`src/rtl/ts_pkg.sv`:
```
package ts_pkg;

    // scanline buffer geometry
    localparam int LINE_W = 512;
    // x coordinate and line buffer address width
    localparam int XC_W = 9;

    // slotted dram word port
    localparam int DADDR_W = 21;
    localparam int DDATA_W = 16;

    // palette nibble over colour index nibble
    localparam int PIX_W = 8;

    // task queue depth, equal to the host's starting credits
    localparam int TASK_DEPTH = 4;
    localparam int TASK_PTR_W = $clog2(TASK_DEPTH);
    // occupancy and pending returns go up to TASK_DEPTH
    localparam int TASK_CNT_W = $clog2(TASK_DEPTH + 1);

    // packed descriptor: x_coord, x_size, flip, addr, line, page, pal
    localparam int DESC_W = XC_W + 3 + 1 + 6 + 9 + 8 + 4;

    // four clocks per dram slot
    typedef enum logic [1:0] {
        slot_c0,
        slot_c1,
        slot_c2,
        slot_c3
    } slot_phase_t;

    // queue issue machine
    typedef enum logic {
        q_idle,
        q_issue
    } queue_state_t;

endpackage

```
`src/rtl/dram_slot_timer.sv`:
```
module dram_slot_timer (
    input  logic                       clk,
    input  logic                       reset,
    input  logic                       dram_req,
    input  logic [ts_pkg::DADDR_W-1:0] dram_addr,
    input  logic [ts_pkg::DDATA_W-1:0] mem_rdata,
    output logic                       dram_pre_next,
    output logic                       dram_next,
    output logic [ts_pkg::DDATA_W-1:0] dram_rdata,
    output logic                       mem_rd,
    output logic [ts_pkg::DADDR_W-1:0] mem_addr
);
    import ts_pkg::*;

    slot_phase_t        phase;
    logic               granted;
    logic [DADDR_W-1:0] addr_q;

    assign mem_addr = addr_q;

    // free running slot phase, c0 after reset
    always_ff @(posedge clk)
    begin
        if (reset)
            phase <= slot_c0;
        else
            phase <= slot_phase_t'(phase + 2'd1);
    end

    // strobes registered so each lands on its own phase
    always_ff @(posedge clk)
    begin
        if (reset)
        begin
            granted       <= 1'b0;
            mem_rd        <= 1'b0;
            dram_pre_next <= 1'b0;
            dram_next     <= 1'b0;
        end
        else
        begin
            // grant decided at c0, read goes out in c1
            if (phase == slot_c0)
                granted <= dram_req;
            mem_rd        <= (phase == slot_c0) && dram_req;
            // pre_next in c2, next in c3
            dram_pre_next <= (phase == slot_c1) && granted;
            dram_next     <= (phase == slot_c2) && granted;
        end
    end

    // address latch at grant
    always_ff @(posedge clk)
    begin
        if (phase == slot_c0 && dram_req)
            addr_q <= dram_addr;
    end

    // word returns in c2, held for the renderer until the next slot
    always_ff @(posedge clk)
    begin
        if (phase == slot_c2 && granted)
            dram_rdata <= mem_rdata;
    end

endmodule

```
`config.mk`:
```
export PLATFORM = sky130hd
export DESIGN_NAME = dram_slot_timer
export DESIGN_NICKNAME = d
export VERILOG_FILES = /design/src/rtl/ts_pkg.sv /design/src/rtl/dram_slot_timer.sv
export SDC_FILE = /design/constraint.sdc
export NUM_CORES = 1
export LEC_CHECK = 0
export BUFFER_PORTS_ARGS = -buffer_cell sky130_fd_sc_hd__buf_2
export CAP_MARGIN = 20
export CORE_AREA = 10 10 66 68
export CTS_CLUSTER_SIZE = 20
export DETAILED_ROUTE_END_ITERATION = 10
export DIE_AREA = 0 0 76 78
export PLACE_DENSITY_LB_ADDON = 0.1
export SYNTH_ARGS = -nofsm -noshare
export SYNTH_HDL_FRONTEND = slang
export SYNTH_SLANG_ARGS = --single-unit
```
`constraint.sdc`:
```
create_clock -name clk -period 2.9 [get_ports clk]
set_clock_uncertainty 0.1 [all_clocks]
set_input_delay 0 -clock clk [delete_from_list [all_inputs] [get_ports clk]]
set_output_delay 0 -clock clk [all_outputs]
set_load 0.1 [all_outputs]
```
# After elaboration in Yosys (flattened, before gate mapping)
# Cells that the tools add are included.
# totals
output_inout_bits	40
ff_bits	43
latch_bits	0
rom_bits	0
in_bits	40
ramBits	0
word_cells	14
memories	0
# classes
eq_ne	2
magnitude_cmp	0
bitwise_logic	0
div	0
n_shift	0
reduce_logical	4
n_mul	0
muxes	0
addsub	1
# ops
operator	count
logical AND 1 bit	3
adder 2 x 1 -> 2 bit (second input constant)	1
equality test 2 x 1 -> 1 bit (second input constant)	1
equality test 2 bit (second input constant)	1
zero test 2 bit	1

# Logic depth before layout (Yosys ltp)
# depth
word_depth	2
mapped_depth	4
mapped_depth_nobuf	4

# Least setup slack after synthesis
# No wires, ideal clock.
# synth_timing
kind	register to register
from	reg phase[0]
to	reg addr_q[0] (netlist: mem_addr[0]) (enable)
setup_time_ns	0.376
setup_slack_ns	1.400
synth_period_minus_slack_ns	1.500
t_required_ns	2.424
n_path_buf	0
arrival_ns	1.024
stages_incl_launch_ff	5
cell_sequence	dfxtp_1 -> inv_1 -> ha_1 -> nand2_1 -> inv_1
# synth_between
elab_chain_len	2
# synth_lines
item	line_no	rtl
start, declared	dram_slot_timer.sv:15	slot_phase_t phase;
start signal, assigned	dram_slot_timer.sv:25	phase <= slot_c0;
start signal, assigned	dram_slot_timer.sv:27	phase <= slot_phase_t'(phase + 2'd1);
zero test 2 bit	dram_slot_timer.sv:55	if (phase == slot_c0 && dram_req)
logical AND 1 bit	dram_slot_timer.sv:55	
end signal, assigned	dram_slot_timer.sv:56	addr_q <= dram_addr;
end, declared	dram_slot_timer.sv:17	logic [DADDR_W-1:0] addr_q;
# No other way between the ends.
# A chain may end at the register's enable or synchronous reset.

# Worst setup path after layout
# Same ends and word-level chain as after synthesis.

==> metrics.md <==
| Metric | Value |
|---|---|
| CP Class | `flop to flop` |
| Synth Area per Inst | `22.7 sq um` |
| Final max-slew violation count | `0` |
| Primary FF master, synth | `sky130_fd_sc_hd__edfxtp_1` |
| Cells along the critical path | `inv_1, ha_1, nand2_1, inv_1` |
| Most frequent cell on the critical path | `sky130_fd_sc_hd__inv_1` |
| Pin slew with the least headroom to its limit | `0.764 ns` |
| Total of endpoints with negative setup slack in the final report | `0` |
| Minimum clock period | `1.69 ns` |
| Number of global-route vias before repair | `1094` |
| Number of buffers on the longest clock path | `2` |
| Achievable frequency | `between 500 and 600 MHz` |
| Reg-to-reg startpoint | `phase[0]` |
| Final TNS setup | `0 ns` |
| Clk_lat worst skew | `0.33 ns` |
| Antenna violations before repair | `0` |
| Clock slew at reported path FFs | `0.12 ns` |
| Average vias per placed instance | `4.12` |
| Site Rows | `21` |
| Largest net degree at the start of global routing | `22` |
| Cell Pwr Density | `557 mW/mm^2` |
| Library cell occupying the most area in the post-synthesis netlist | `sky130_fd_sc_hd__edfxtp_1` |
| Chip height | `78 um` |
| Worst IR Drop VDD | `385 uV` |
| Result of the run | `finished, final reports clean` |
| Async S/R FF share, synth | `0%` |
| Cells after synthesis | `roughly 60` |
| Number of flops mapped to enable cells by yosys | `37` |
| Wire length of the first global-routing pass | `5.57 mm` |
| Count of TritonRoute iterations in the first routing pass | `4` |
| First-iteration detailed-routing DRC count | `36` |
| Data arrival, critical path | `1.57 ns` |
| Number of diodes added for antenna fixing | `0` |
| Count of clock tree sinks | `43` |
| Area of the die | `0.00593 sq mm` |
| Final antenna-violating net count | `0` |
| Most common library cells after synthesis | `sky130_fd_sc_hd__edfxtp_1 (37), sky130_fd_sc_hd__dfxtp_1 (6), sky130_fd_sc_hd__ha_1 (3), sky130_fd_sc_hd__inv_1 (3), sky130_fd_sc_hd__nor2_1 (3)` |
| Number of I/O pins | `80` |
| Post-Route Utilization | `70.1%` |
| Final layout net count | `about 230` |
| Worst reg2reg endpoint | `mem_addr[0]` |
| Worst hold path endpoint | `dram_rdata[6]` |
| Crit start category | `flop` |
| Routed WL per cell | `15.1 um` |
| Final weighted congestion in routability-driven placement | `about 0.66` |
| Period utilisation layout | `58.4%` |
| Worst hold path startpoint | `mem_rdata[6]` |
| Reg2Reg Setup Slack | `between 1 and 1.5 ns` |
| IO buf count | `79` |
| Post-Syn Area | `around 0.0013 sq mm` |
| Hold-critical path depth | `2` |
| Net count after synthesis | `102` |
| R2r worst-path depth | `4` |
| Initial cell density of the core | `42.1%` |
| Remaining global-route overflow | `0` |
| Total of fill cells in the finished design | `232` |
| Number of buffers created by CTS | `5` |
| Number of different library cells in the post-synthesis netlist | `11` |
| Cells taking the most area after synthesis | `sky130_fd_sc_hd__edfxtp_1 (83%), sky130_fd_sc_hd__dfxtp_1 (9.0%), sky130_fd_sc_hd__ha_1 (2.8%)` |
| Top cell type's share of synthesized area | `between 80% and 90%` |
| CP Capture Type | `flop` |
| Standard cell with the maximum stage delay on the critical path | `sky130_fd_sc_hd__inv_1` |
| Core area | `0.00318 sq mm` |
| Total of flip-flops plus latches after synthesis | `43` |
| Buffers plus inverters on the worst setup path | `2` |
| Post-detailed-placement cell area | `0.00179 sq mm` |
| Class of the tightest hold or removal check | `input port to flop` |
| Fraction of final layout cells sized beyond drive strength 1 | `roughly 47%` |
| Critical-path maximum fanout | `21` |
| Detailed Route WL | `3.47 mm` |
| Total count of hold-check failures in the final report | `0` |
| Static power due to leakage | `0.000955 uW` |
| Number of vias in the routed layout | `948` |
| Clock Tree Root | `sky130_fd_sc_hd__clkbuf_4` |
| Kind of cell adding the most delay to the critical path | `buffers and inverters` |
| Post-synthesis to final-layout area growth | `66.4%` |
| RSZ-0062 raised after global routing | `false` |
| Register area share after synthesis | `around nine tenths` |
| Reported max-cap violation count | `0` |
| All-layer global routing usage | `12.0%` |
| WP data required | `2.77 ns` |
| Total of warnings raised by yosys | `0` |
| Critical Path Max Stage Delay | `around 0.57 ns` |
| Number of remaining DRC errors | `0` |
| Chip width | `76 um` |
| Worst slew margin | `49.0%` |
| H-tree depth reported by CTS | `2` |
| Most common cell in the synthesized netlist | `sky130_fd_sc_hd__edfxtp_1` |
| Clock tree from TritonCTS | `done` |
| Post-route cell area | `0.00223 sq mm` |
logic make-up after synthesis:
logic type	synth area share (%)
DFF	92.0
AOI/OAI and AO/OA	0.373
and+or+nand+nor	4.02
buffers and inverters	0.841
adders and majority gates	2.80
worst register-to-register path: cells and delay by family (launching register included):
family                     cells  cell delay [ns]
adders and majority gates      1             0.16
buffers and inverters          2             0.65
and+or+nand+nor                1             0.08
DFF                            1             0.34
state kept, by name (all words and copies together) (netlist names):
signal / cells
mem_addr: 21
dram_rdata: 16
phase: 2
dram_next: 1
dram_pre_next: 1
granted: 1
mem_rd: 1
per-layer routing:
metal / routed length, um / up-vias / track usage, %
met3: 245 / 5 / 4.95
met1: 1190 / 442 / 11.5
met4: 37 / 0 / 3.41
met2: 2000 / 39 / 22.8
met5: 0 / - / 0
li1: - / 462 / -
where the power goes:
group,switching [uW],internal (uW),total (uW)
logic,202,72.0,274
registers,7.19,703,711
clock network,172,86.1,258
total,381,861,1240
layout make-up:
cell class | count | area, sq um | share of cell area (%)
repair buffers | 118 | 786 | 35.3
well taps | 46 | 57.6 | 2.58
clock inverters | 2 | 8.76 | 0.393
inverters | 3 | 11.3 | 0.505
multi-input cells | 13 | 96.3 | 4.32
clock buffers | 5 | 37.5 | 1.68
flip-flops and latches | 43 | 1230 | 55.2
how the worst max path moves through the flow:
stage                   from           end  depth (start not counted)
finish              phase[0]   mem_addr[0]                          4
floorplan           phase[0]   mem_addr[0]                          4
detailed placement  phase[0]  mem_addr[18]                          4
global route        phase[0]  mem_addr[12]                          4
CTS                 phase[0]   mem_addr[6]                          4
global placement    phase[0]  mem_addr[18]                          4
placed cells by master, fill, tap and decap left out, types with 2 or more instances in the layout:
| master | synthesis | routed |
|---|---|---|
| sky130_fd_sc_hd__nor2_1 | 3 | 3 |
| sky130_fd_sc_hd__dfxtp_1 | 6 | 6 |
| sky130_fd_sc_hd__nand2_1 | 2 | 2 |
| sky130_fd_sc_hd__inv_1 | 3 | 3 |
| sky130_fd_sc_hd__dlygate4sd3_1 | 0 | 39 |
| sky130_fd_sc_hd__ha_1 | 3 | 3 |
| sky130_fd_sc_hd__edfxtp_1 | 37 | 37 |
| sky130_fd_sc_hd__buf_2 | 0 | 79 |
| sky130_fd_sc_hd__clkbuf_4 | 0 | 5 |
repair_timing:
item                                   4_1_cts  5_1_grt
endpoints found under the hold margin       43        0
hold buffers                                39        0
setup buffers                                0        0
resized for setup                            0        0
per-stage QoR:
step	power, uW	hold WS [ns]	worst slack (ns)	std cells
after floorplan	905	-0.0357	1.40	59
after global placement	955	0.0770	1.25	184
after detailed placement	958	0.0783	1.20	184
after CTS	1250	0.245	1.18	230
after global routing	1290	0.254	1.08	230
final	1240	0.259	1.21	230
(Power assumes the default switching activity.)
