===== src/rtl/ts_pkg.sv =====
package ts_pkg;

    // scanline buffer geometry
    localparam int LINE_W = 512;
    // x coordinate and line buffer address width
    localparam int XC_W = 9;

    // slotted dram word port
    localparam int DADDR_W = 21;
    localparam int DDATA_W = 16;

    // palette nibble over colour index nibble
    localparam int PIX_W = 8;

    // task queue depth, equal to the host's starting credits
    localparam int TASK_DEPTH = 4;
    localparam int TASK_PTR_W = $clog2(TASK_DEPTH);
    // occupancy and pending returns go up to TASK_DEPTH
    localparam int TASK_CNT_W = $clog2(TASK_DEPTH + 1);

    // packed descriptor: x_coord, x_size, flip, addr, line, page, pal
    localparam int DESC_W = XC_W + 3 + 1 + 6 + 9 + 8 + 4;

    // four clocks per dram slot
    typedef enum logic [1:0] {
        slot_c0,
        slot_c1,
        slot_c2,
        slot_c3
    } slot_phase_t;

    // queue issue machine
    typedef enum logic {
        q_idle,
        q_issue
    } queue_state_t;

endpackage


===== src/rtl/ts_render.sv =====
module ts_render (
    input  logic                       clk,
    input  logic                       reset,
    input  logic                       line_start,
    input  logic [ts_pkg::XC_W-1:0]    x_coord,
    input  logic [2:0]                 x_size,
    input  logic                       flip,
    input  logic                       tsr_go,
    input  logic [5:0]                 addr,
    input  logic [8:0]                 line,
    input  logic [7:0]                 page,
    input  logic [3:0]                 pal,
    output logic                       mem_rdy,
    output logic                       render_busy,
    output logic [ts_pkg::XC_W-1:0]    ts_waddr,
    output logic [ts_pkg::PIX_W-1:0]   ts_wdata,
    output logic                       ts_we,
    output logic [ts_pkg::DADDR_W-1:0] dram_addr,
    output logic                       dram_req,
    input  logic [ts_pkg::DDATA_W-1:0] dram_rdata,
    input  logic                       dram_pre_next,
    input  logic                       dram_next
);
    import ts_pkg::*;

    logic               restart;
    logic [13:0]        addr_offset;
    logic [DADDR_W-1:0] addr_in;
    logic [DADDR_W-1:0] addr_reg;
    logic [DADDR_W-1:0] addr_next;
    logic [4:0]         cyc;
    logic               own_pre_next;
    logic               own_pre_d;
    logic               own_next;
    logic [11:0]        data;
    logic [2:0]         cnt;
    logic               render_on;
    logic               tsr_rld;
    logic               tsr_rld_stb;
    logic [XC_W-1:0]    x_coord_d;
    logic [3:0]         pal_d;
    logic               flip_d;
    logic [3:0]         pal_r;
    logic               flip_r;
    logic [XC_W-1:0]    x_next;
    logic [XC_W-1:0]    ts_waddr_mx;
    logic [3:0]         pix;

    // line start restarts the machine just like reset
    assign restart = reset || line_start;

    // request from go until the last slot has been counted
    assign dram_req = tsr_go || !mem_rdy;

    // word address, (page*64 + line)*128 + addr*2
    assign addr_offset = {page, 6'b0} + {5'b0, line};
    assign addr_in     = {addr_offset, addr, 1'b0};
    // only the low 7 bits move, a strip never leaves its bitmap line
    assign addr_next   = {addr_reg[DADDR_W-1:7], addr_reg[6:0] + {6'b0, own_next}};
    assign dram_addr   = tsr_go ? addr_in : addr_next;

    always_ff @(posedge clk)
    begin
        addr_reg <= dram_addr;
    end

    // only strobes of our own slots count
    // stale slots after line_start arrive while mem_rdy is high
    assign own_pre_next = dram_pre_next && !mem_rdy;
    assign own_next     = dram_next && own_pre_d;

    always_ff @(posedge clk)
    begin
        if (restart)
            own_pre_d <= 1'b0;
        else
            own_pre_d <= own_pre_next;
    end

    // slot counter, two words per 8 pixels; bit 4 set means ready
    assign mem_rdy = cyc[4];

    always_ff @(posedge clk)
    begin
        if (restart)
            cyc <= 5'b10000;
        else if (tsr_go)
            cyc <= {1'b0, x_size, 1'b1};
        else if (own_pre_next)
            cyc <= cyc - 5'd1;
    end

    // keep the last three nibbles of the word for the following cycles
    always_ff @(posedge clk)
    begin
        if (own_next)
            data <= {dram_rdata[3:0], dram_rdata[15:8]};
    end

    // pixel counter, four pixels starting at dram_next
    assign render_on = !cnt[2];

    always_ff @(posedge clk)
    begin
        if (restart)
            cnt <= 3'b100;
        else if (own_pre_next)
            cnt <= 3'b000;
        else if (render_on)
            cnt <= cnt + 3'd1;
    end

    // reload pending until the first slot of the new task
    always_ff @(posedge clk)
    begin
        if (restart)
            tsr_rld <= 1'b0;
        else if (tsr_go)
            tsr_rld <= 1'b1;
        else if (own_pre_next)
            tsr_rld <= 1'b0;
    end

    assign tsr_rld_stb = tsr_rld && own_pre_next;

    // task fields parked until the previous strip has drained
    // flipped start is the far end of the strip, wraps modulo 512
    always_ff @(posedge clk)
    begin
        if (tsr_go)
        begin
            x_coord_d <= x_coord + (flip ? {3'b0, x_size, 3'b111} : '0);
            pal_d     <= pal;
            flip_d    <= flip;
        end
    end

    always_ff @(posedge clk)
    begin
        if (tsr_rld_stb)
        begin
            pal_r  <= pal_d;
            flip_r <= flip_d;
        end
    end

    // destination steps up, or down when flipped
    assign x_next      = ts_waddr + {{(XC_W-1){flip_r}}, 1'b1};
    assign ts_waddr_mx = tsr_rld_stb ? x_coord_d : (render_on ? x_next : ts_waddr);

    always_ff @(posedge clk)
    begin
        ts_waddr <= ts_waddr_mx;
    end

    // nibble order per word: [7:4], [3:0], [15:12], [11:8]
    always_comb
    begin
        case (cnt[1:0])
            2'd0:    pix = dram_rdata[7:4];
            2'd1:    pix = data[11:8];
            2'd2:    pix = data[7:4];
            default: pix = data[3:0];
        endcase
    end

    // index 0 is transparent
    assign ts_wdata = {pal_r, pix};
    assign ts_we    = render_on && (pix != 4'd0);

    // busy while slots or pixel writes remain
    assign render_busy = !mem_rdy || render_on;

endmodule


===== config.mk =====
export PLATFORM = sky130hd
export DESIGN_NAME = ts_render
export DESIGN_NICKNAME = d
export VERILOG_FILES = /design/src/rtl/ts_pkg.sv /design/src/rtl/ts_render.sv
export SDC_FILE = /design/constraint.sdc
export NUM_CORES = 1
export LEC_CHECK = 0
export ABC_CLOCK_PERIOD_IN_PS = 2300
export BUFFER_PORTS_ARGS = -buffer_cell sky130_fd_sc_hd__buf_2
export CORE_MARGIN = 2
export CORE_UTILIZATION = 46
export DETAILED_ROUTE_END_ITERATION = 6
export PLACE_DENSITY = 0.77
export SLEW_MARGIN = 20
export SYNTH_ARGS = -nofsm -noshare
export SYNTH_HDL_FRONTEND = slang
export SYNTH_SLANG_ARGS = --single-unit

===== constraint.sdc =====
create_clock -name clk -period 2.3 [get_ports clk]
set_input_delay 0.46 -clock clk [delete_from_list [all_inputs] [get_ports clk]]
set_output_delay 0.46 -clock clk [all_outputs]
set_load 0.02 [all_outputs]

-- Yosys cells after proc, flatten, opt, wreduce, memory -nomap -nowiden
Index checks and enable logic that the tools add are counted.
- output and inout bits: 42
- register bits after elaboration: 71
- word-level logic and storage cells: 46
- muxes and demuxes: 11
- reduce and logical (&&, ||, !) cells: 13
- add/subtract/negate cells: 6
- equal/unequal tests: 3
- operators by type and width (kind ; count):
    $mux W21 ; 1
    $mux W9 ; 2
    $add A14 B9 Y14 ; 1
    $pmux W4 S3 ; 1
    $mux W5 ; 2
    $add A9 B6 Y9 ; 1
    $add A9 B9 Y9 ; 1
    $add A7 B1 Y7 ; 1
    $mux W3 ; 2
    $mux W6 ; 1
    $sub A5 B1 Y5 const B ; 1
    $logic_and A1 B1 Y1 ; 4
    $reduce_bool A4 Y1 ; 1
    $add A3 B1 Y3 const B ; 1
    $logic_or A1 B1 Y1 ; 3
    $eq A2 B1 Y1 const B ; 1
    $eq A2 B2 Y1 const B ; 1
    $logic_not A1 Y1 ; 2
    $logic_not A2 Y1 ; 1
    $mux W1 ; 2
    $ne A2 B1 Y1 const B ; 1
    $reduce_bool A2 Y1 ; 1
    $reduce_or A2 Y1 ; 1

-- Longest topological paths before layout
- word-level depth: 4
- mapped depth: 7
- depth with buffers taken out: 7

-- Worst setup path before layout
Ideal clock, no wire load.
- path kind: input-to-output
- from: in dram_next
- to: out dram_addr[6] (netlist bit)
- arrival: 2.173 ns
- buffers on the path: 0
- stages on the path: 7
- data required time: 1.840 ns
- slack: -0.333 ns
- path through: and2_1 ha_1 ha_1 and3_1 nand3_1 xor2_1 o21ai_0
- cells in the longest elaborated chain, start to end: 3
- RTL lines (element ; line ; text):
    from (decl) ; ts_render.sv:22 ; input logic dram_next
    $logic_and A1 B1 Y1 ; ts_render.sv:70 ; assign own_next = dram_next && own_pre_d;
    $add A7 B1 Y7 ; ts_render.sv:59 ; assign addr_next = {addr_reg[DADDR_W-1:7], addr_reg[6:0] + {6'b0, own_next}};
    $mux W21 ; ts_render.sv:60 ; assign dram_addr = tsr_go ? addr_in : addr_next;
    to (decl) ; ts_render.sv:18 ; output logic [ts_pkg::DADDR_W-1:0] dram_addr,
No other way between the ends.

-- Final worst setup path
- from: reg cnt[0]
- to: out ts_we
- cells in the longest elaborated chain, start to end: 4
- elaborated cells on any way between the ends: 6
- classes of those cells: eq/ne (2); mux (1); reduce/logical (3)
- RTL lines (element ; line ; text):
    from (decl) ; ts_render.sv:36 ; logic [2:0] cnt;
    from (signal assigned) ; ts_render.sv:110 ; cnt <= cnt + 3'd1;
    $eq A2 B2 Y1, or another cell as far along ; ts_render.sv:159 ; case (cnt[1:0])
    $pmux W4 S3 * ; ts_render.sv:159 ;
    $reduce_bool A4 Y1 * ; ts_render.sv:169 ; assign ts_we = render_on && (pix != 4'd0);
    $logic_and A1 B1 Y1 * ; ts_render.sv:169 ;
    to (decl) ; ts_render.sv:17 ; output logic ts_we,
Every way passes the cells marked *; elsewhere a longest branch is shown, timed or not.

==> flow_metrics.py <==
metrics = {
    "clock_tree": {
        "tritoncts": "built",
        "clock_latency_ps": 340,
        "cts_root_buf": "clkbuf_8",
        "clkTransAtPathRegs_ps": 80,
        "clk_path_buf_depth": 2,
        "clock_sinks": 71,
        "ctsHoldBuffers": 0,
        "cts_made_buffers": 9,
        "htree_levels": 3,
    },
    "global_route": {
        "grt_pass1_wl_um": 11300,
        "first_global_vias": 2545,
        "grt_use_total_pct": 17.4,
        "grt_max_degree": 52,
        "antenna_found_initial": 0,
        "grt_overflow": 0,
    },
    "worst_setup_path": {
        "r2r_cells": 6,
        "cpLargestDelayFamily": "flip-flops",
        "cpPeakStageDelay_ps": 400,
        "cp.arrival_ps": 1960,
        "crit_buf_inv": 2,
        "path_max_fanout": 4,
        "path_class": "flip-flop to output port",
        "r2r_slack_ps": 120,
        "worstPathCellList": "inv_4 -> ha_4 -> a222oi_1 -> mux2i_1 -> nor4_2 -> nor2_1 -> buf_2",
        "reg2reg_to": "ts_waddr[8]",
        "crit_required_ps": 1840,
        "crit_path_top_delay_cell": "dfxtp_4",
        "start_kind": "flip-flop",
        "worstReg2RegStart": "flip_r",
        "worstSetupEndpointType": "output port",
    },
    "timing": {
        "hold_viol": 0,
        "slew_viol_final": 0,
        "min_period_ps": 2420,
        "rsz0062_at_grt": "true",
        "layout_setup_ws_ps": -122,
        "slew_headroom_pct": 69.3,
        "fin_tns_setup_ps": -159,
        "tightest_slew_ps": 460,
        "setup_viol": 2,
        "fin_skew_ps": 8.29,
        "fin_crit_sh_pct": 105,
        "fmax_mhz": 413,
    },
    "route": {
        "route.detailed.drc": 0,
        "wl_per_cell_um": 13.7,
        "first_pass_iters": 4,
        "vias": 2577,
        "postRouteAntennaNets": 0,
        "drt-initial-drc-count": 111,
        "wl_um": 7150,
        "via_per_inst": 4.95,
    },
    "job": {
        "drv_cap": 0,
    },
    "floorplan": {
        "fp-row-count": 31,
        "start_util_pct": 47.2,
        "fp.dieH_um": 89.8,
        "die-area_um2": 8070,
        "pin_count": 104,
        "core_um2": 7180,
        "die_w_um": 89.8,
    },
    "yosys": {
        "yosysTopAreaCellShare_pct": 35.5,
        "yosysWarnings": 0,
        "synth_edf_count": 40,
        "synth_area_leaders": "edfxtp_1 35%, dfxtp_1 18%, ha_1 8.5%, xnor2_1 3.4%, mux2_2 3.3%",
        "avgSynthCellArea_um2": 11.4,
        "yosys.area.top_type": "edfxtp_1",
        "netlist_area_um2": 3390,
        "synth_cell_type_count": 37,
        "ys_ff_latch": 71,
        "syn_inst": 297,
        "synth_ff_type": "edfxtp_1",
        "async_flop_share_pct": 0,
        "ys_seq_area_share_pct": 53.8,
        "synth_nets": 385,
    },
    "power_and_ir_drop": {
        "finalPower_w": 0.00287,
        "power_density_nw_per_um2": 641,
        "p_leak_nw": 1.90,
        "ir_worst_vdd_v": 0.000438,
    },
    "outcome": {
        "violations": "negative setup slack",
        "outcome": "complete, but fails checks",
    },
    "placement": {
        "place.gp.congestion": 0.813,
        "place_hpwl_um": 5080,
        "port_buffers": 103,
    },
    "worst_hold_path": {
        "holdPathStages": 1,
        "min_from": "dram_rdata[8]",
        "whs_endpoint": "data[0]",
        "hold_path.class": "primary input to flip-flop",
    },
    "finish": {
        "drive_gt1_share_pct": 39.8,
        "fill_cells": 587,
        "layout.nets": 505,
        "post-route-util_pct": 62.5,
        "area_growth_pct": 32.3,
        "diodes": 0,
        "largest_register_ff_count": 21,
    },
}
==> per-layer routing <==
metal	GRT usage (%)	wire (µm)	vias to the layer above
met1	20.0	2920	1196
met3	4.69	373	9
met4	6.54	91	0
met5	0	0	-
li1	-	-	1307
met2	30.9	3770	65
==> where the power goes <==
part | internal (W) | total [W] | switching [W]
registers | 0.00143 | 0.00146 | 0.0000303
logic | 0.000199 | 0.000434 | 0.000234
clock network | 0.000507 | 0.000986 | 0.000479
==> cell usage after synthesis (all sizes together), types with 3 or more instances <==
| master | number |
|---|---|
| a211oi | 4 |
| a21o | 3 |
| a21oi | 15 |
| a222oi | 4 |
| and2 | 5 |
| clkbuf | 6 |
| dfxtp | 31 |
| edfxtp | 40 |
| fa | 3 |
| ha | 23 |
| inv | 18 |
| mux2 | 10 |
| mux2i | 5 |
| nand2 | 22 |
| nand3 | 4 |
| nor2 | 19 |
| nor2b | 5 |
| nor3 | 8 |
| o21a | 7 |
| o21ai | 19 |
| xnor2 | 13 |
| xor2 | 12 |
==> cells in the final DEF (no fill, tap or decap), types with 7 or more instances in the layout <==
cell	instances
buf_4	20
nor2_1	19
nand2_1	22
ha_1	16
clkbuf_8	9
o21ai_0	14
xnor2_1	13
o21a_1	7
mux2_2	10
buf_2	92
nor3_1	8
edfxtp_1	40
inv_1	15
a21oi_1	11
dfxtp_1	28
xor2_1	12
==> cell families (layout without fill, tap and decap cells) <==
| logic type | count (synthesis) | count (layout) | share of synthesized area, % |
|---|---|---|---|
| flip-flops | 71 | 71 | 53.8 |
| AND/OR/NAND/NOR | 71 | 71 | 9.86 |
| AO/OA/AOI/OAI | 63 | 63 | 11.9 |
| adder cells (fa/ha/maj) | 26 | 26 | 10.3 |
| buffers and inverters | 26 | 151 | 2.95 |
| XOR/XNOR | 25 | 25 | 6.46 |
| multiplexers | 15 | 15 | 4.80 |
==> stage by stage <==
step / hold slack, ps / instances / setup slack (ps) / cell area [µm²]
after CTS: 274 / 518 / -86.0 / 4360
after global routing: 264 / 521 / -232 / 4480
after floorplan: 400 / 297 / 23.5 / 3400
final: 292 / 521 / -122 / 4480
after global placement: 403 / 499 / -45.5 / 4080
after detailed placement: 406 / 499 / -93.4 / 4080
==> worst max-delay path by stage <==
| stage | depth (start not counted) | to | start |
|---|---|---|---|
| floorplan | 7 | dram_addr[17] | line[6] |
| global placement | 9 | dram_addr[17] | line[6] |
| detailed placement | 9 | dram_addr[17] | line[6] |
| CTS | 7 | ts_we | cnt[0] |
| global route | 7 | ts_we | cnt[0] |
| finish | 7 | ts_we | cnt[0] |
==> area by class of cell <==
class / count / area, µm² / area share (%)
clock buffers: 10 / 128 / 2.85
clock inverters: 6 / 68.8 / 1.54
multi-input cells: 200 / 1590 / 35.4
repair buffers: 117 / 676 / 15.1
well taps: 99 / 124 / 2.76
flip-flops and latches: 71 / 1830 / 40.8
inverters: 18 / 70.1 / 1.56
==> timing repair <==
item / in CTS / in global routing
cloned: 0 / 0
endpoints found under the setup margin: 9 / 9
gates resized for setup: 21 / 25
setup buffers: 3 / 4
pin swaps: 8 / 13
==> worst reg2reg max path, delay by kind of cell, from the launching register on <==
family	cells	cell delay [ps]
compound gates	4	970
flops	1	470
fa+ha+maj	1	360
simple gates	1	140
(Power assumes the default switching activity.)
