===== config.mk =====
export PLATFORM = sky130hd
export DESIGN_NAME = ts_task_queue
export DESIGN_NICKNAME = d
export VERILOG_FILES = /design/src/rtl/ts_pkg.sv /design/src/rtl/ts_task_queue.sv
export SDC_FILE = /design/constraint.sdc
export NUM_CORES = 1
export LEC_CHECK = 0
export ABC_AREA = 1
export BUFFER_PORTS_ARGS = -buffer_cell sky130_fd_sc_hd__clkbuf_2
export CORE_ASPECT_RATIO = 1.2
export CORE_MARGIN = 2
export CORE_UTILIZATION = 51
export CTS_CLUSTER_SIZE = 40
export DETAILED_ROUTE_END_ITERATION = 6
export PLACE_DENSITY = 0.82
export RECOVER_POWER = 100
export SYNTH_ARGS = -nofsm -noshare
export SYNTH_HDL_FRONTEND = slang
export SYNTH_SLANG_ARGS = --single-unit

===== constraint.sdc =====
create_clock -name clk -period 2.7 [get_ports clk]
set_clock_uncertainty 0.05 [all_clocks]
set_input_delay 0.54 -clock clk [delete_from_list [all_inputs] [get_ports clk]]
set_output_delay 0.54 -clock clk [all_outputs]
set_load 0.03 [all_outputs]

===== src/rtl/ts_pkg.sv =====
package ts_pkg;

    // scanline buffer geometry
    localparam int LINE_W = 512;
    // x coordinate and line buffer address width
    localparam int XC_W = 9;

    // slotted dram word port
    localparam int DADDR_W = 21;
    localparam int DDATA_W = 16;

    // palette nibble over colour index nibble
    localparam int PIX_W = 8;

    // task queue depth, equal to the host's starting credits
    localparam int TASK_DEPTH = 4;
    localparam int TASK_PTR_W = $clog2(TASK_DEPTH);
    // occupancy and pending returns go up to TASK_DEPTH
    localparam int TASK_CNT_W = $clog2(TASK_DEPTH + 1);

    // packed descriptor: x_coord, x_size, flip, addr, line, page, pal
    localparam int DESC_W = XC_W + 3 + 1 + 6 + 9 + 8 + 4;

    // four clocks per dram slot
    typedef enum logic [1:0] {
        slot_c0,
        slot_c1,
        slot_c2,
        slot_c3
    } slot_phase_t;

    // queue issue machine
    typedef enum logic {
        q_idle,
        q_issue
    } queue_state_t;

endpackage


===== src/rtl/ts_task_queue.sv =====
module ts_task_queue (
    input  logic                    clk,
    input  logic                    reset,
    input  logic                    line_start,
    input  logic                    task_valid,
    input  logic [ts_pkg::XC_W-1:0] x_coord,
    input  logic [2:0]              x_size,
    input  logic                    flip,
    input  logic [5:0]              addr,
    input  logic [8:0]              line,
    input  logic [7:0]              page,
    input  logic [3:0]              pal,
    input  logic                    mem_rdy,
    output logic                    credit_return,
    output logic                    tsr_go,
    output logic [ts_pkg::XC_W-1:0] go_x_coord,
    output logic [2:0]              go_x_size,
    output logic                    go_flip,
    output logic [5:0]              go_addr,
    output logic [8:0]              go_line,
    output logic [7:0]              go_page,
    output logic [3:0]              go_pal,
    output logic                    idle,
    input  logic                    render_busy
);
    import ts_pkg::*;

    queue_state_t          state;
    logic [DESC_W-1:0]     desc_mem [TASK_DEPTH];
    logic [TASK_PTR_W-1:0] wr_ptr;
    logic [TASK_PTR_W-1:0] rd_ptr;
    logic [TASK_CNT_W-1:0] count;
    logic [TASK_CNT_W-1:0] ret_pend;
    logic [TASK_CNT_W-1:0] flushed;
    logic                  full;
    logic                  empty;
    logic                  push;
    logic                  ret_now;

    assign full  = (count == TASK_CNT_W'(TASK_DEPTH));
    assign empty = (count == '0);
    // a task arriving with line_start is dropped and its credit handed back
    assign push  = task_valid && !full && !line_start;

    // pop straight into a ready renderer
    assign tsr_go = (state == q_issue) && !empty && mem_rdy && !line_start;

    // flushed credits trickle back in cycles without a pop
    assign ret_now       = (ret_pend != '0) && !tsr_go;
    assign credit_return = tsr_go || ret_now;

    // everything still queued plus a same-cycle arrival
    assign flushed = count + TASK_CNT_W'(task_valid && !full);

    assign {go_x_coord, go_x_size, go_flip, go_addr, go_line, go_page, go_pal} =
        desc_mem[rd_ptr];

    assign idle = (state == q_idle);

    // descriptor storage
    always_ff @(posedge clk)
    begin
        if (push)
        begin
            desc_mem[wr_ptr] <= {x_coord, x_size, flip, addr, line, page, pal};
        end
    end

    always_ff @(posedge clk)
    begin
        if (reset)
        begin
            wr_ptr   <= '0;
            rd_ptr   <= '0;
            count    <= '0;
            ret_pend <= '0;
            state    <= q_idle;
        end
        else if (line_start)
        begin
            // flush, queued credits join the pending returns
            wr_ptr   <= '0;
            rd_ptr   <= '0;
            count    <= '0;
            ret_pend <= ret_pend + flushed - TASK_CNT_W'(ret_now);
            state    <= q_idle;
        end
        else
        begin
            if (push)
                wr_ptr <= wr_ptr + 1'b1;
            if (tsr_go)
                rd_ptr <= rd_ptr + 1'b1;
            count <= count + TASK_CNT_W'(push) - TASK_CNT_W'(tsr_go);
            if (ret_now)
                ret_pend <= ret_pend - 1'b1;

            case (state)
                q_idle:
                begin
                    if (push || !empty)
                        state <= q_issue;
                end
                q_issue:
                begin
                    // done once drained and the renderer has stopped writing
                    if (empty && !push && !render_busy)
                        state <= q_idle;
                end
                default:
                    state <= q_idle;
            endcase
        end
    end

endmodule


# Yosys cells after proc, flatten, opt, wreduce, memory -nomap -nowiden
# Memories as Yosys holds them, arrays and structs flattened. A register that Yosys moved wholly into a read port is not among the register bits.
# Cells that the tools add are included.
[word_totals] output_inout_bits=43 memories=1 input_bits=46 wordCells=45 ff_bits=11 ramBits=160
[op_classes] n_eq_ne=1 n_reduce_logical=20 mux=9 add_sub_neg=8 bitwise=1
[memory_table] memory="desc_mem" words=4 word_bits=40 rd=1 rd_ports_with_merged_regs=1 write_ports=1 line="ts_task_queue.sv:29" text="logic [DESC_W-1:0] desc_mem [TASK_DEPTH];"
[ops] cell="1-bit logical AND" count=8
[ops] cell="3-bit by 1-bit adder with 3-bit output" count=2
[ops] cell="1-bit logical NOT" count=6
[ops] cell="3-bit two-way mux" count=2
[ops] cell="3-bit by 1-bit subtractor with 3-bit output" count=2
[ops] cell="2-bit by 1-bit adder with 2-bit output (second input constant)" count=2
[ops] cell="1-bit two-way mux" count=4
[ops] cell="2-bit two-way mux" count=2
[ops] cell="3-bit adder" count=1
[ops] cell="3-bit == test (second input constant)" count=1
[ops] cell="3-bit logical NOT" count=1
[ops] cell="3-bit nonzero test" count=1
[ops] cell="3-bit by 1-bit subtractor with 3-bit output (second input constant)" count=1
[ops] cell="1-bit logical OR" count=2
[ops] cell="1-bit one-hot mux with 2 select lines" count=1
[ops] cell="2-bit nonzero test" count=1
[ops] cell="2-bit OR reduction" count=1
[ops] cell="1-bit inverter" count=1

# Longest topological paths before layout
[depth] depth_word=9 ltp_mapped=18 ltp_nobuf=18

# Worst setup path before layout
# OpenSTA, ideal clock, no wires.
[synth_path] path_kind="input-to-reg" start="input task_valid" end="memory desc_mem[0][0] in the netlist's numbering, enable pin" stages=4 n_path_buf=0 arrival_time_ns=2.502 t_required_ns=2.213 slack_ns=-0.290 cell_sequence="o21ai_2 -> inv_2 -> nand2_1 -> nor2_1"
[synth_between] elab_chain_cells=4
[synth_lines] element="start: declaration" line="ts_task_queue.sv:5" text="input logic task_valid,"
[synth_lines] element="1-bit logical AND (2 in series)" line="ts_task_queue.sv:43" text="assign push = task_valid && !full && !line_start;"
[synth_lines] element="1-bit two-way mux" line="ts_task_queue.sv:63" text="if (push)"
[synth_lines] element="1-bit two-way mux (not written as such)" line="ts_task_queue.sv:65" text="desc_mem[wr_ptr] <= {x_coord, x_size, flip, addr, line, page, pal};"
[synth_lines] element="end: declaration" line="ts_task_queue.sv:29"
# No other way between the ends.

# Worst setup path after layout
[layout_path] start="register ret_pend[0]" end="register ret_pend[2]"
[layout_between] elab_chain_cells=4
[layout_lines] element="start: declaration" line="ts_task_queue.sv:33" text="logic [TASK_CNT_W-1:0] ret_pend;"
[layout_lines] element="start signal: assignment" line="ts_task_queue.sv:85" text="ret_pend <= ret_pend + flushed - TASK_CNT_W'(ret_now);"
[layout_lines] element="start signal: assignment" line="ts_task_queue.sv:96" text="ret_pend <= ret_pend - 1'b1;"
[layout_lines] element="branches (longest 4 deep; another with 3-bit adder)"
# Parallel ways; which one is timed is not known. The select of a mux whose other input is x is not followed.
# A chain may end at the register's enable or synchronous reset.

==> Implementation_results.wiki <==
{| class="wikitable"
! Metric !! Value
|-
| Setup CP Type || flip-flop to flip-flop
|-
| Chip Height || 129.8 um
|-
| Hold EP || ret_pend[0]$_SDFFE_PP0P_
|-
| Clock insertion delay at the later pin of the skew report || 0.41 ns
|-
| Number of hold-slack violations in the final timing report || 0
|-
| Starting utilization of the core area || 52.64%
|-
| Width of the die || 108.8 um
|-
| Power density over the cells || 768.3 nW/um2
|-
| Area overhead of the layout relative to synthesis || 19.21%
|-
| Maxcap violations || 0
|-
| Relative slew slack || 56.20%
|-
| Vias in the first global route || 4246
|-
| Total Nets Final || 665
|-
| Row count || 45
|-
| Post-Syn Nets || 566
|-
| Number of antenna violations at the first check in global routing || 0
|-
| Diodes inserted || 0
|-
| Wire length of the first global-routing pass || 20360 um
|-
| Mux share of post-synthesis cell area || 0%
|-
| R2r startpoint || ret_pend[0]$_SDFFE_PP0P_
|-
| Synth Area in Simple Gates || 7.588%
|-
| FMAX || 0.3870 GHz
|-
| Distinct cell type count after synthesis || 23
|-
| Clock tree from TritonCTS || yes
|-
| Remaining design rule violation count || 0
|-
| Final antenna-violating net count || 0
|-
| Warning count from the yosys run || 0
|-
| Launching element type of the critical path || flip-flop
|-
| Post-route minimum period || 2.584 ns
|-
| Leak || 2.840 nW
|-
| Sinks on Clock Net || 173
|-
| Worst setup timing slack at the placement stage || -0.1035 ns
|-
| Filler Cell Count || 947
|-
| Required time reported for the critical path endpoint || 2.96 ns
|-
| Overall overflow remaining after global route || 0
|-
| Flop2flop setup slack || 0.12 ns
|-
| Clock root cell || sky130_fd_sc_hd__clkbuf_16
|-
| Maximum resistive drop on vdd || 0.0004943 V
|-
| Final-report setup violation count || 0
|-
| Arrival time reported for the critical path endpoint || 2.85 ns
|-
| Register Area || 5067 um2
|-
| Crit path setup slack, layout || 0.1160 ns
|-
| Worst flop-to-flop path endpoint || ret_pend[2]$_SDFFE_PP0P_
|-
| Total routed wirelength || 13610 um
|-
| Dominant combinational cell family by area after synthesis || compound AO/OA/AOI/OAI gates
|-
| CTS clock-pin slew for the worst setup and hold paths || 0.06 ns
|-
| Worst hold stages || 2
|-
| Hold Crit Start || reset
|-
| Area enclosed by the die boundary || 14130 um2
|-
| Per-cell routed wire length || 17.41 um
|-
| Maximum fanout count along the critical path || 3
|-
| Status || finished clean
|-
| Multi-input logic area || 1478 um2
|-
| Post-synthesis instance area || 6728 um2
|-
| Syn avg cell area || 13.27 um2
|-
| Maximum number of pins on one net before global-route repair || 81
|-
| Register bit total from synthesis || 173
|-
| Xor and xnor fraction of the mapped netlist area || 0.1302%
|-
| CP max stage cell || sky130_fd_sc_hd__fa_2
|-
| Synth Area in Compound Gates || 10.68%
|-
| Post-synthesis sequential area ratio || 75.28%
|-
| H-tree Lvls || 4
|-
| Synthesized instance count || 507
|-
| Post-CTS Hold Fix Bufs || 0
|-
| Vias || 4307
|-
| Sum of negative setup slack || 0 ns
|-
| Number of violations reported at the end of detailed-routing iteration 0 || 270
|-
| Detail-routed via count per cell || 5.508
|-
| I/O pin count || 89
|-
| Worst min path class || input port to flip-flop
|-
| Max stage delay on crit path || 0.41 ns
|-
| Utilization of the core after routing || 62.75%
|-
| Critical Path, Cell by Cell || inv_2 > ha_4 > ha_4 > inv_2 > nand2_4 > inv_1 > ha_1 > inv_1 > fa_2 > fa_2 > inv_1 > nand2_1 > nand2_2 > inv_1 > nand2_1 > nand3_1 > nand3_1 > nor2_1
|-
| Share of the cycle needed by the critical path after routing || 95.71%
|-
| Design Power || 6.162 mW
|-
| Number of clock buffers inserted by TritonCTS || 17
|-
| Max-slew violation count || 0
|-
| Half-perimeter wire length after detailed placement || 8100 um
|-
| Placer congestion estimate || 0.8564
|-
| Kind of capture point of the worst setup path || flip-flop
|-
| Least-Margin Pin Slew || 0.6570 ns
|-
| GR Util All Layers || 19.30%
|-
| Core region area || 12780 um2
|-
| Placed Instance Area || 7511 um2
|-
| Number of detailed-route iterations in the first pass || 5
|-
| Final design area excluding fillers || 8020 um2
|-
| Longest Clk Path Bufs || 2
|-
| Post-synthesis adder-cell area fraction || 2.752%
|-
| Worst Reg-to-Reg Cells || 18
|-
| CP dominant cell by count || sky130_fd_sc_hd__inv_1
|-
| Count of buffers inserted at the top-level ports || 88
|-
| Share of cells above drive strength 1 || 16.67%
|}
## sequential cells by signal, summed over array words and instances, names as in the netlist, named ones only
signal / cells
desc_mem: 160
wr_ptr: 2
state: 1
ret_pend: 3
count: 3
rd_ptr: 2
## metal layers
metal / track usage, % / share of wire, % / vias up
met1: 22.06 / 39 / 2116
met2: 34.34 / 52 / 142
met4: 7.164 / 1.5 / 0
li1: - / - / 2027
met3: 5.594 / 7.1 / 22
met5: 0 / 0 / -
## synth_stat cells (all sizes together)
cell type / instances / area share, %
edfxtp: 160 / 71
nor2: 96 / 5.5
o21ai: 86 / 6.5
o22ai: 40 / 3.7
inv: 37 / 2.1
nand2: 24 / 1.6
clkbuf: 19 / 1.1
dfxtp: 13 / 3.9
ha: 10 / 1.9
a21oi: 6 / 0.50
buf: 6 / 0.45
nand3: 5 / 0.37
fa: 3 / 0.89
nand3b: 1 / 0.11
xor2: 1 / 0.13
## worst max path at each step
stage | from | end | slack (ns) | cells past startpoint
after floorplan | task_valid | desc_mem[0][0]$_DFFE_PP_ | -0.29 | 4
after global placement | line_start | ret_pend[2]$_SDFFE_PP0P_ | 0.05 | 19
after detailed placement | line_start | ret_pend[2]$_SDFFE_PP0P_ | -0.10 | 19
after CTS | ret_pend[0]$_SDFFE_PP0P_ | ret_pend[2]$_SDFFE_PP0P_ | 0.03 | 18
after global routing | ret_pend[0]$_SDFFE_PP0P_ | ret_pend[2]$_SDFFE_PP0P_ | -0.04 | 18
final | ret_pend[0]$_SDFFE_PP0P_ | ret_pend[2]$_SDFFE_PP0P_ | 0.12 | 18
## placed cells by master, fill, tap and decap left out
| master | Yosys | final |
|---|---|---|
| sky130_fd_sc_hd__dfxtp_2 | 0 | 2 |
| sky130_fd_sc_hd__clkinv_4 | 0 | 2 |
| sky130_fd_sc_hd__nor2_2 | 1 | 1 |
| sky130_fd_sc_hd__clkbuf_4 | 0 | 4 |
| sky130_fd_sc_hd__inv_2 | 4 | 6 |
| sky130_fd_sc_hd__nor2_4 | 1 | 5 |
| sky130_fd_sc_hd__fa_1 | 3 | 1 |
| sky130_fd_sc_hd__nand2_4 | 2 | 2 |
| sky130_fd_sc_hd__nand2_1 | 21 | 20 |
| sky130_fd_sc_hd__bufinv_16 | 0 | 3 |
| sky130_fd_sc_hd__clkbuf_2 | 0 | 37 |
| sky130_fd_sc_hd__nand3b_1 | 1 | 1 |
| sky130_fd_sc_hd__buf_4 | 0 | 9 |
| sky130_fd_sc_hd__clkinv_1 | 0 | 3 |
| sky130_fd_sc_hd__o21ai_0 | 77 | 79 |
| sky130_fd_sc_hd__nand2_2 | 1 | 2 |
| sky130_fd_sc_hd__buf_12 | 0 | 3 |
| sky130_fd_sc_hd__inv_6 | 0 | 3 |
| sky130_fd_sc_hd__ha_4 | 0 | 2 |
| sky130_fd_sc_hd__o22ai_1 | 40 | 40 |
| sky130_fd_sc_hd__fa_2 | 0 | 2 |
| sky130_fd_sc_hd__xor2_1 | 1 | 1 |
| sky130_fd_sc_hd__a21oi_1 | 5 | 6 |
| sky130_fd_sc_hd__inv_1 | 33 | 31 |
| sky130_fd_sc_hd__nor2_1 | 94 | 90 |
| sky130_fd_sc_hd__o21ai_1 | 8 | 7 |
| sky130_fd_sc_hd__edfxtp_1 | 160 | 160 |
| sky130_fd_sc_hd__ha_1 | 10 | 8 |
| sky130_fd_sc_hd__clkbuf_16 | 0 | 17 |
| sky130_fd_sc_hd__clkinvlp_4 | 0 | 3 |
| sky130_fd_sc_hd__dfxtp_1 | 13 | 11 |
| sky130_fd_sc_hd__clkbuf_1 | 19 | 52 |
| sky130_fd_sc_hd__nand3_1 | 5 | 5 |
## where the power goes
| group | total, mW | switching [mW] | internal (mW) |
|---|---|---|---|
| registers | 3.03 | 0.0303 | 3.00 |
| clock network | 2.43 | 0.977 | 1.45 |
| logic | 0.701 | 0.438 | 0.263 |
## critical path, delay by kind of cell, from the launching register on
family	cells	cell delay (ns)
AND/OR/NAND/NOR	7	0.47
buffers and inverters	6	0.32
flip-flops	1	0.34
adder cells (fa/ha/maj)	5	1.32
## area by class of cell
cell class,count,share of cell area [%]
inverter,37,1.732
timing repair buffer,105,6.708
tap,164,2.559
sequential,173,63.18
clock buffer,17,5.304
clock inverter,14,2.090
multi-input combinational,272,18.42
## logic make-up after synthesis
family                   count (synthesis)
AO/OA/AOI/OAI                          132
flip-flops                             173
AND/OR/NAND/NOR                        126
adder cells (fa/ha/maj)                 13
XOR/XNOR                                 1
buffers and inverters                   62
## stage by stage
step                cells  hold WS, ns
floorplan             507       0.3862
global placement      750       0.3952
detailed placement    750       0.4133
CTS                   781       0.2669
global route          782       0.2790
finish                782       0.2713
## timing repair
action                     4_1_cts  5_1_grt
setup endpoints to repair        0        2
gates resized for setup          0       12
buffers inserted                 0        1
Power figures use the tool's default switching activity.
